==> src/imap_match_pkg.sv <==
`default_nettype none

package imap_match_pkg;

  // Widest stream id carried on the control bus
  localparam int STREAM_ID_WIDTH_MAX = 6;

  // LOGIN automaton states, one per matched prefix length
  typedef enum logic [2:0] {
    S_IDLE  = 3'd0,
    S_L     = 3'd1,
    S_LO    = 3'd2,
    S_LOG   = 3'd3,
    S_LOGI  = 3'd4,
    S_LOGIN = 3'd5
  } dfa_state_e;

  // One input character with its strobe
  typedef struct packed {
    logic       char_vld;
    logic [7:0] char_val;
  } char_beat_t;

  // Per-packet control levels and strobes
  typedef struct packed {
    logic                           load_state;
    logic                           new_stream;
    logic                           enable;
    logic                           eop;
    logic [STREAM_ID_WIDTH_MAX-1:0] stream_id;
  } stream_ctl_t;

  // State overwrite from context restore into the automaton
  typedef struct packed {
    logic       restore_vld;
    dfa_state_e restore_state;
  } dfa_restore_t;

  // Registered automaton outputs
  typedef struct packed {
    logic       accept;
    dfa_state_e state;
  } dfa_result_t;

endpackage

`default_nettype wire

==> src/stream_context.sv <==
`default_nettype none

module stream_context #(
  parameter int STREAM_ID_WIDTH = 6
) (
  input  logic                         clk,
  input  logic                         rst_n,
  input  imap_match_pkg::stream_ctl_t  ctl_in,
  input  imap_match_pkg::dfa_result_t  dfa_out,
  output imap_match_pkg::dfa_restore_t restore
);

  import imap_match_pkg::*;

  // One context entry per stream
  localparam int CTX_DEPTH = 2 ** STREAM_ID_WIDTH;

  // Saved automaton state per stream, contents undefined until first save
  dfa_state_e ctx_mem [CTX_DEPTH];

  // Only the low bits of the bus id select an entry
  logic [STREAM_ID_WIDTH-1:0] ctx_idx;

  // Restore register, valid bit is control, state is payload
  logic       restore_vld_q;
  dfa_state_e restore_state_q;

  assign ctx_idx = ctl_in.stream_id[STREAM_ID_WIDTH-1:0];

  // Restore strobe lasts one cycle per load
  always_ff @(posedge clk)
  begin
    if (!rst_n)
    begin
      restore_vld_q <= 1'b0;
    end
    else
    begin
      restore_vld_q <= ctl_in.load_state;
    end
  end

  // Fresh streams start at idle, known streams pick up where they left off
  always_ff @(posedge clk)
  begin
    if (ctl_in.load_state)
    begin
      if (ctl_in.new_stream)
      begin
        restore_state_q <= S_IDLE;
      end
      else
      begin
        restore_state_q <= ctx_mem[ctx_idx];
      end
    end
  end

  // Save final state of an enabled packet so a match can span packets
  always_ff @(posedge clk)
  begin
    if (ctl_in.eop && ctl_in.enable)
    begin
      ctx_mem[ctx_idx] <= dfa_out.state;
    end
  end

  assign restore.restore_vld   = restore_vld_q;
  assign restore.restore_state = restore_state_q;

  // A packet cannot start and end on the same strobe
  a_no_load_at_eop : assert property (
    @(posedge clk) disable iff (!rst_n)
    !(ctl_in.load_state && ctl_in.eop)
  );

endmodule

`default_nettype wire

==> src/login_dfa.sv <==
`default_nettype none

module login_dfa (
  input  logic                         clk,
  input  logic                         rst_n,
  input  imap_match_pkg::char_beat_t   beat_in,
  input  imap_match_pkg::dfa_restore_t restore,
  output imap_match_pkg::dfa_result_t  dfa_out
);

  import imap_match_pkg::*;

  // Input registers
  logic       char_vld_r;
  logic [7:0] char_val_r;
  logic       restore_vld_r;
  dfa_state_e restore_state_r;

  // Output registers
  dfa_state_e state_q;
  logic       accept_q;

  // Next-state logic
  dfa_state_e base_state;
  dfa_state_e next_state;
  logic [7:0] char_up;
  logic       next_accept;

  // Map lower case letters onto upper case
  function automatic logic [7:0] fold_case(input logic [7:0] c);
    if (c >= "a" && c <= "z")
      return c - 8'h20;
    return c;
  endfunction

  // Letter that moves each prefix state one step forward
  function automatic logic [7:0] expected_char(input dfa_state_e s);
    case (s)
      S_IDLE:  return "L";
      S_L:     return "O";
      S_LO:    return "G";
      S_LOG:   return "I";
      S_LOGI:  return "N";
      default: return "L";
    endcase
  endfunction

  // Valid bits cleared by reset, payload just follows the input
  always_ff @(posedge clk)
  begin
    if (!rst_n)
    begin
      char_vld_r    <= 1'b0;
      restore_vld_r <= 1'b0;
    end
    else
    begin
      char_vld_r    <= beat_in.char_vld;
      restore_vld_r <= restore.restore_vld;
    end
  end

  always_ff @(posedge clk)
  begin
    char_val_r      <= beat_in.char_val;
    restore_state_r <= restore.restore_state;
  end

  always_comb
  begin
    char_up = fold_case(char_val_r);
    // After a full match the next letter starts over
    base_state  = (state_q == S_LOGIN) ? S_IDLE : state_q;
    next_state  = state_q;
    next_accept = 1'b0;
    if (restore_vld_r)
    begin
      // Restore wins, any character this cycle is dropped
      next_state = restore_state_r;
    end
    else if (char_vld_r)
    begin
      if (char_up == expected_char(base_state))
        next_state = dfa_state_e'(base_state + 3'd1);
      else if (char_up == "L")
        next_state = S_L;
      else
        next_state = S_IDLE;
      next_accept = (next_state == S_LOGIN);
    end
  end

  always_ff @(posedge clk)
  begin
    if (!rst_n)
    begin
      state_q  <= S_IDLE;
      accept_q <= 1'b0;
    end
    else
    begin
      state_q  <= next_state;
      accept_q <= next_accept;
    end
  end

  assign dfa_out.accept = accept_q;
  assign dfa_out.state  = state_q;

  // Restored and stepped states both stay inside the LOGIN encodings
  a_state_legal : assert property (
    @(posedge clk) disable iff (!rst_n)
    state_q inside {S_IDLE, S_L, S_LO, S_LOG, S_LOGI, S_LOGIN}
  );

endmodule

`default_nettype wire

==> src/match_counter.sv <==
`default_nettype none

module match_counter #(
  parameter int COUNT_WIDTH = 16
) (
  input  logic                        clk,
  input  logic                        rst_n,
  input  imap_match_pkg::stream_ctl_t ctl_in,
  input  imap_match_pkg::dfa_result_t dfa_out,
  output logic [COUNT_WIDTH-1:0]      count,
  output logic                        fired
);

  import imap_match_pkg::*;

  // Sticky per-packet match flag
  logic fired_q;

  // Running count of enabled packets that matched
  logic [COUNT_WIDTH-1:0] count_q;

  always_ff @(posedge clk)
  begin
    if (!rst_n)
    begin
      fired_q <= 1'b0;
      count_q <= '0;
    end
    else
    begin
      // Start of packet drops the old flag
      if (ctl_in.load_state)
        fired_q <= 1'b0;
      if (ctl_in.eop)
      begin
        if (ctl_in.enable)
          // Wraps at the counter width
          count_q <= count_q + COUNT_WIDTH'(fired_q);
        else
          fired_q <= 1'b0;
      end
      // Accept wins over any clear in the same cycle
      if (dfa_out.accept)
        fired_q <= 1'b1;
    end
  end

  assign count = count_q;
  assign fired = fired_q;

  // Count only moves on the edge after an enabled end of packet
  a_count_at_eop : assert property (
    @(posedge clk) disable iff (!rst_n)
    $changed(count_q) |-> $past(ctl_in.eop && ctl_in.enable)
  );

endmodule

`default_nettype wire

==> src/imap_matcher_top.sv <==
`default_nettype none

module imap_matcher_top #(
  parameter int STREAM_ID_WIDTH = 6,
  parameter int COUNT_WIDTH     = 16
) (
  input  logic                        clk,
  input  logic                        rst_n,
  input  imap_match_pkg::char_beat_t  beat_in,
  input  imap_match_pkg::stream_ctl_t ctl_in,
  output logic [COUNT_WIDTH-1:0]      count,
  output logic                        fired
);

  import imap_match_pkg::*;

  // Restore path from context memory into the automaton
  dfa_restore_t restore;

  // Registered automaton outputs, shared by save and result
  dfa_result_t dfa_out;

  // Decode, per-stream state restore and save
  stream_context #(
    .STREAM_ID_WIDTH (STREAM_ID_WIDTH)
  ) u_stream_context (
    .clk     (clk),
    .rst_n   (rst_n),
    .ctl_in  (ctl_in),
    .dfa_out (dfa_out),
    .restore (restore)
  );

  // Execute, the LOGIN automaton
  login_dfa u_login_dfa (
    .clk     (clk),
    .rst_n   (rst_n),
    .beat_in (beat_in),
    .restore (restore),
    .dfa_out (dfa_out)
  );

  // Result, match flag and count
  match_counter #(
    .COUNT_WIDTH (COUNT_WIDTH)
  ) u_match_counter (
    .clk     (clk),
    .rst_n   (rst_n),
    .ctl_in  (ctl_in),
    .dfa_out (dfa_out),
    .count   (count),
    .fired   (fired)
  );

endmodule

`default_nettype wire

==> config.mk <==
export PLATFORM = sky130hd
export DESIGN_NAME = imap_matcher_top
export DESIGN_NICKNAME = d
export VERILOG_FILES = /design/src/imap_match_pkg.sv /design/src/stream_context.sv /design/src/login_dfa.sv /design/src/match_counter.sv /design/src/imap_matcher_top.sv
export SDC_FILE = /design/constraint.sdc
export NUM_CORES = 1
export LEC_CHECK = 0
export BUFFER_PORTS_ARGS = -buffer_cell sky130_fd_sc_hd__clkbuf_2
export CAP_MARGIN = 10
export CORE_ASPECT_RATIO = 1.4
export CORE_MARGIN = 1
export CORE_UTILIZATION = 32
export CTS_CLUSTER_DIAMETER = 30
export CTS_CLUSTER_SIZE = 14
export DETAILED_ROUTE_END_ITERATION = 12
export SLEW_MARGIN = 25
export SYNTH_ARGS = -nofsm -noshare
export SYNTH_HDL_FRONTEND = slang
export SYNTH_SLANG_ARGS = --single-unit
==> constraint.sdc <==
create_clock -name clk -period 7.59 [get_ports clk]
set_input_delay 0.759 -clock clk [delete_from_list [all_inputs] [get_ports clk]]
set_output_delay 0.759 -clock clk [all_outputs]
set_load 0.005 [all_outputs]
## Yosys cells after proc, flatten, opt, wreduce, memory -nomap -nowiden

Memories as Yosys holds them, arrays and structs flattened. A register that Yosys moved wholly into a read port is not among the register bits.
Cells that the tools add are included.

| operators by class | value |
|---|---|
| reductions and logical operators | 5 |
| add/subtract/negate cells | 3 |
| multiplexer cells | 19 |
| bitwise gates (word level) | 2 |
| equality and inequality tests | 8 |
| magnitude comparators | 2 |

Operator list:

| operator | number |
|---|---|
| 8-bit 2-to-1 mux | 4 |
| 3-bit 2-to-1 mux | 6 |
| 16-bit by 1-bit adder with 16-bit output | 1 |
| 4-bit case mux with 4 select lines | 1 |
| 3-bit == test (second input constant) | 3 |
| 8-bit by 7-bit == test with 1-bit output (second input constant) | 1 |
| 8-bit == test | 1 |
| 8-bit by 7-bit >= comparator with 1-bit output (second input constant) | 1 |
| 8-bit by 7-bit less-or-equal comparator with 1-bit output (second input constant) | 1 |
| 1-bit 2-to-1 mux | 8 |
| 8-bit by 6-bit subtractor with 8-bit output (second input constant) | 1 |
| 3-bit by 2-bit == test with 1-bit output (second input constant) | 2 |
| 3-bit by 1-bit adder with 3-bit output (second input constant) | 1 |
| 3-bit by 1-bit == test with 1-bit output (second input constant) | 1 |
| 3-bit OR reduction | 1 |
| 1-bit logical AND | 2 |
| 1-bit inverter | 2 |
| 2-bit AND reduction | 1 |
| 2-bit nonzero test | 1 |

| word-level totals | value |
|---|---|
| bits of input ports | 21 |
| output and inout bits | 17 |
| register bits | 35 |
| memories kept | 1 |
| memory bits (writable) | 192 |

Memories:

| name | words | bits a word | read ports | clocked after memory_dff | write ports | RTL line | text |
|---|---|---|---|---|---|---|---|
| u_stream_context.ctx_mem | 64 | 3 | 1 | 1 | 1 | stream_context.sv:19 | `dfa_state_e ctx_mem [CTX_DEPTH];` |

## Depth between registers and ports, before layout

| logic depth | value |
|---|---|
| word-level depth | 12 |
| gate-level depth with buffers | 9 |
| depth with buffers taken out | 8 |

## By module

A second synthesis with hierarchy kept.

| unflattened totals | value |
|---|---|
| cells, all modules | 677 |
| area, all modules | 9673.0 um^2 |

By module, submodules not included:

| module | area an instance (um^2) | times used | cells each |
|---|---|---|---|
| stream_context | 8114.0 | 1 | 506 |
| match_counter | 812.0 | 1 | 93 |
| login_dfa | 747.0 | 1 | 78 |

## Worst setup path before layout

No wires, ideal clock.

| timing path | value |
|---|---|
| path type | register to register |
| start | register u_login_dfa.state_q[1] |
| end | register u_login_dfa.state_q[0] |
| period minus slack after synthesis | 3.043 ns |
| slack | 4.547 ns |
| arrival | 2.969 ns |
| cell stages (with the launch flop) | 9 |
| library setup time | 0.074 ns |
| path buffers | 1 |
| path through | dfxtp_1 buf_2 o21ai_0 ha_1 or4b_1 o2111ai_1 a22oi_2 a2111o_1 a31oi_1 |

| on the way | value |
|---|---|
| cells in the longest elaborated chain, start to end | 12 |
| elaborated cells between the ends (all ways) | 16 |

RTL lines:

| item | RTL line | text |
|---|---|---|
| from (decl) | login_dfa.sv:20 | `dfa_state_e state_q;` |
| from (signal assigned) | login_dfa.sv:102 | `state_q <= next_state;` |
| 3-bit == test | login_dfa.sv:73 | `base_state = (state_q == S_LOGIN) ? S_IDLE : state_q;` |
| 3-bit 2-to-1 mux (*) | login_dfa.sv:73 |  |
| 3-bit == test, or another cell as far along | login_dfa.sv:38 | `case (s)` |
| 4-bit case mux with 4 select lines | login_dfa.sv:38 |  |
| 8-bit 2-to-1 mux | login_dfa.sv:81 | `else if (char_vld_r)` |
| 8-bit 2-to-1 mux | login_dfa.sv:76 | `if (restore_vld_r)` |
| 8-bit == test | login_dfa.sv:83 | `if (char_up == expected_char(base_state))` |
| 3-bit 2-to-1 mux (*) | login_dfa.sv:83 |  |
| 3-bit 2-to-1 mux (*) | login_dfa.sv:81 |  |
| 3-bit 2-to-1 mux (*) | login_dfa.sv:76 |  |
| 3-bit 2-to-1 mux (*) | login_dfa.sv:81 |  |
| 3-bit 2-to-1 mux (*) | login_dfa.sv:76 |  |

Mark *: on every way between the ends. The rest lies on a longest branch, timed or not. The select of a mux whose other input is x is not followed.
A chain may end at the register's enable or synchronous reset.

==> results_dict.tcl <==
set metrics [dict create \
    grt_start_max_net_pins 78 \
    final_core_util_pct 37.84 \
    synth_top_area_cell "edfxtp_1" \
    later_pin_clock_latency_in_the_skew_report_ns 0.55 \
    average_footprint_of_a_synthesized_cell_sq_um 14.67 \
    ioPinCount 38 \
    floorplan.rows 74 \
    finalHoldWorstSlack_ns 0.3163 \
    status "finished clean" \
    synth_flop_type "edfxtp_1" \
    worst_path_maximum_fanout 26 \
    post_cts.repair.setup_buffers 0 \
    post_cts.resized_instances 0 \
    synth-seq-area-share_pct 69.51 \
    final_hold_viol_count 0 \
    power_density_mw_per_mm2 266.7 \
    post-layout-total-power_mw 2.934 \
    ratio_of_final_minimum_period_to_clock_period_pct 41.43 \
    fraction_of_final_layout_cells_with_drive_strength_greater_than_1_pct 18.93 \
    coreArea_sq_mm 0.02907 \
    tritoncts "built" \
    fin_tns_setup_ns 0 \
    layout_stage_area_growth_over_the_synthesis_result_pct 16.63 \
    global_route.usage.total_pct 15.02 \
    dp_cells 1034 \
    dr_total_vias 5578 \
    drv.max_cap_violation_count 0 \
    critical_path.max_stage_delay_ns 0.63 \
    cts-htree-levels 1 \
    clk_sinks 230 \
    design.final.nets 711 \
    dp_hpwl_um 14220 \
    crit_buf_inv 3 \
    initialDrtViolationCount 465 \
    yosys.area.top_type_share_pct 62.08 \
    critPathRequiredTime_ns 7.88 \
    die-area_sq_mm 0.03018 \
    io_buffers 37 \
    mostFrequentLayoutCells "edfxtp_1, nor2_1, clkbuf_2" \
    syn-cell-area_sq_mm 0.009433 \
    timing.critical_path.cells "clkbuf_2, buf_4, clkinv_1, mux2i_1, o22ai_1, a211o_1, o41a_1" \
    clock_tree.root_cell "clkbuf_16" \
    setup_viol 0 \
    cts_made_buffers 30 \
    finalWirelength_um 22430 \
    timing.critical_path.to_type "flip-flop" \
    cell_with_the_biggest_individual_delay_on_the_critical_path "clkbuf_2" \
    grt_pass1_wl_um 34010 \
    clkSlewWorstSetupHoldPaths_ns 0.06 \
    yosys_warnings 0 \
    period_needed_ns 3.145 \
    layout_commonest_cell "edfxtp_1" \
    critical-path-top-delay-family "buffers and inverters" \
    die_h_um 205.1 \
    globalplace.congestion 0.8220 \
    vdd_ir_drop_max_mv 0.2169 \
    async_set_or_reset_register_ratio_after_synthesis_pct 0 \
    drt_pass1_iterations 4 \
    synth.lib_cells_used.distinct 62 \
    post_drt_wl_per_cell_um 20.62 \
    transition_time_at_the_pin_with_the_least_slew_margin_ns 0.8461 \
    synth_enable_flop_cells 195 \
    clock-skew-final_ns 0.01019 \
    timing.fmax_ghz 0.3180 \
    post-route-drc-count 0 \
    p_leak_nw 3.595 \
    worst_r2r_path_depth 8 \
    grt.overflow.total 0 \
    cts.hold.buffers_added 0 \
    initial_core_utilization_pct 32.45 \
    ys_ff_latch 230 \
    rsz0062_at_grt "false" \
    hold_class "input port to flip-flop" \
    syn-instance-count 643 \
    crit_type "input port to flip-flop" \
    first_global_vias 5730 \
    postSynthNetCount 668 \
    finish.cell_count_without_fillers 1088 \
    detail-route-antenna-nets 0 \
    ctsLongestPathBuffers 3 \
    relSlewSlack_pct 43.59 \
    route.detailed.vias_per_inst 5.127 \
    synth.top_cells.by_area "edfxtp_1, dfxtp_1, mux4_2, nor2_1, mux2i_1" \
    antenna_cells_inserted 0 \
    grt_antenna_before_repair 0 \
    hold_path_depth 1 \
    critical_path_depth 7 \
    die_w_um 147.1 \
    final_max_slew_viol_count 0 \
    worst_ep_arrival_time_ns 3.44 \
    crit_path_launch_type "input port" \
]
-- state kept, by name, summed over array words and instances (netlist names) --
name / cells
u_login_dfa.restore_vld_r: 1
u_match_counter.count: 16
u_stream_context.restore_vld_q: 1
u_login_dfa.restore_state_r: 3
u_match_counter.fired: 1
u_login_dfa.accept_q: 1
u_stream_context.restore_state_q: 3
u_login_dfa.char_val_r: 8
u_login_dfa.char_vld_r: 1
u_stream_context.ctx_mem: 192
u_login_dfa.state_q: 3
-- logic make-up after synthesis --
kind of cell,synth area share (%)
adders and majority gates,0.5306
xor gates and xnor gates,1.300
AOI/OAI and AO/OA,7.176
buffers and inverters,2.480
muxes,8.834
DFF,69.51
and+or+nand+nor,10.17
-- path summary, 6_finish.rpt --
kind / slack, ns / end / start
min reg2reg: 0.34 / u_login_dfa.restore_state_r[1] / u_stream_context.restore_state_q[1]
max reg2reg: 4.70 / u_login_dfa.accept_q / u_login_dfa.state_q[2]
max: 4.45 / u_stream_context.restore_state_q[2] / ctl_in[1]
min: 0.32 / u_login_dfa.char_val_r[0] / beat_in[0]
-- routing by layer --
metal  global-route usage (%)  up-vias  part of all wire (%)
met3                    2.205       68                   5.0
met5                        0        -                     0
met1                    16.88     2742                    38
li1                         -     2564                     -
met4                    7.401        0                   4.6
met2                    27.54      204                    52
-- through the flow --
| step | area (sq um) | setup WS [ns] |
|---|---|---|
| global route | 11000 | 4.302 |
| CTS | 11000 | 4.411 |
| finish | 11000 | 4.445 |
| detailed placement | 9965 | 3.886 |
| global placement | 9965 | 3.879 |
| floorplan | 9433 | 4.547 |
-- synthesized netlist by cell type, drive strengths merged, types with 7 or more instances --
cell type,instances
a21oi,12
a221oi,14
a22oi,10
and2,9
buf,21
clkbuf,11
dfxtp,35
edfxtp,195
inv,13
mux2,10
mux2i,18
mux4,24
nand2,34
nand2b,8
nand3,13
nand4,7
nor2,95
nor2b,7
nor3,7
o21ai,14
o22ai,7
xor2,9
-- area by class of cell --
class / instances / area, sq um
Fill cell: 2757 / 18070
Sequential cell: 230 / 6560
Multi-Input combinational cell: 366 / 2643
Clock buffer: 31 / 754.5
Tap cell: 380 / 475.5
Clock inverter: 23 / 282.8
Timing Repair Buffer: 43 / 230.2
Inverter: 15 / 56.30
-- power by group --
| part | internal (mW) | total, mW | switching, mW |
|---|---|---|---|
| sequential | 1.37 | 1.38 | 0.00404 |
| combinational | 0.0429 | 0.123 | 0.0800 |
| clock | 0.853 | 1.44 | 0.583 |
| total | 2.27 | 2.93 | 0.667 |
Power figures use the tool's default switching activity.
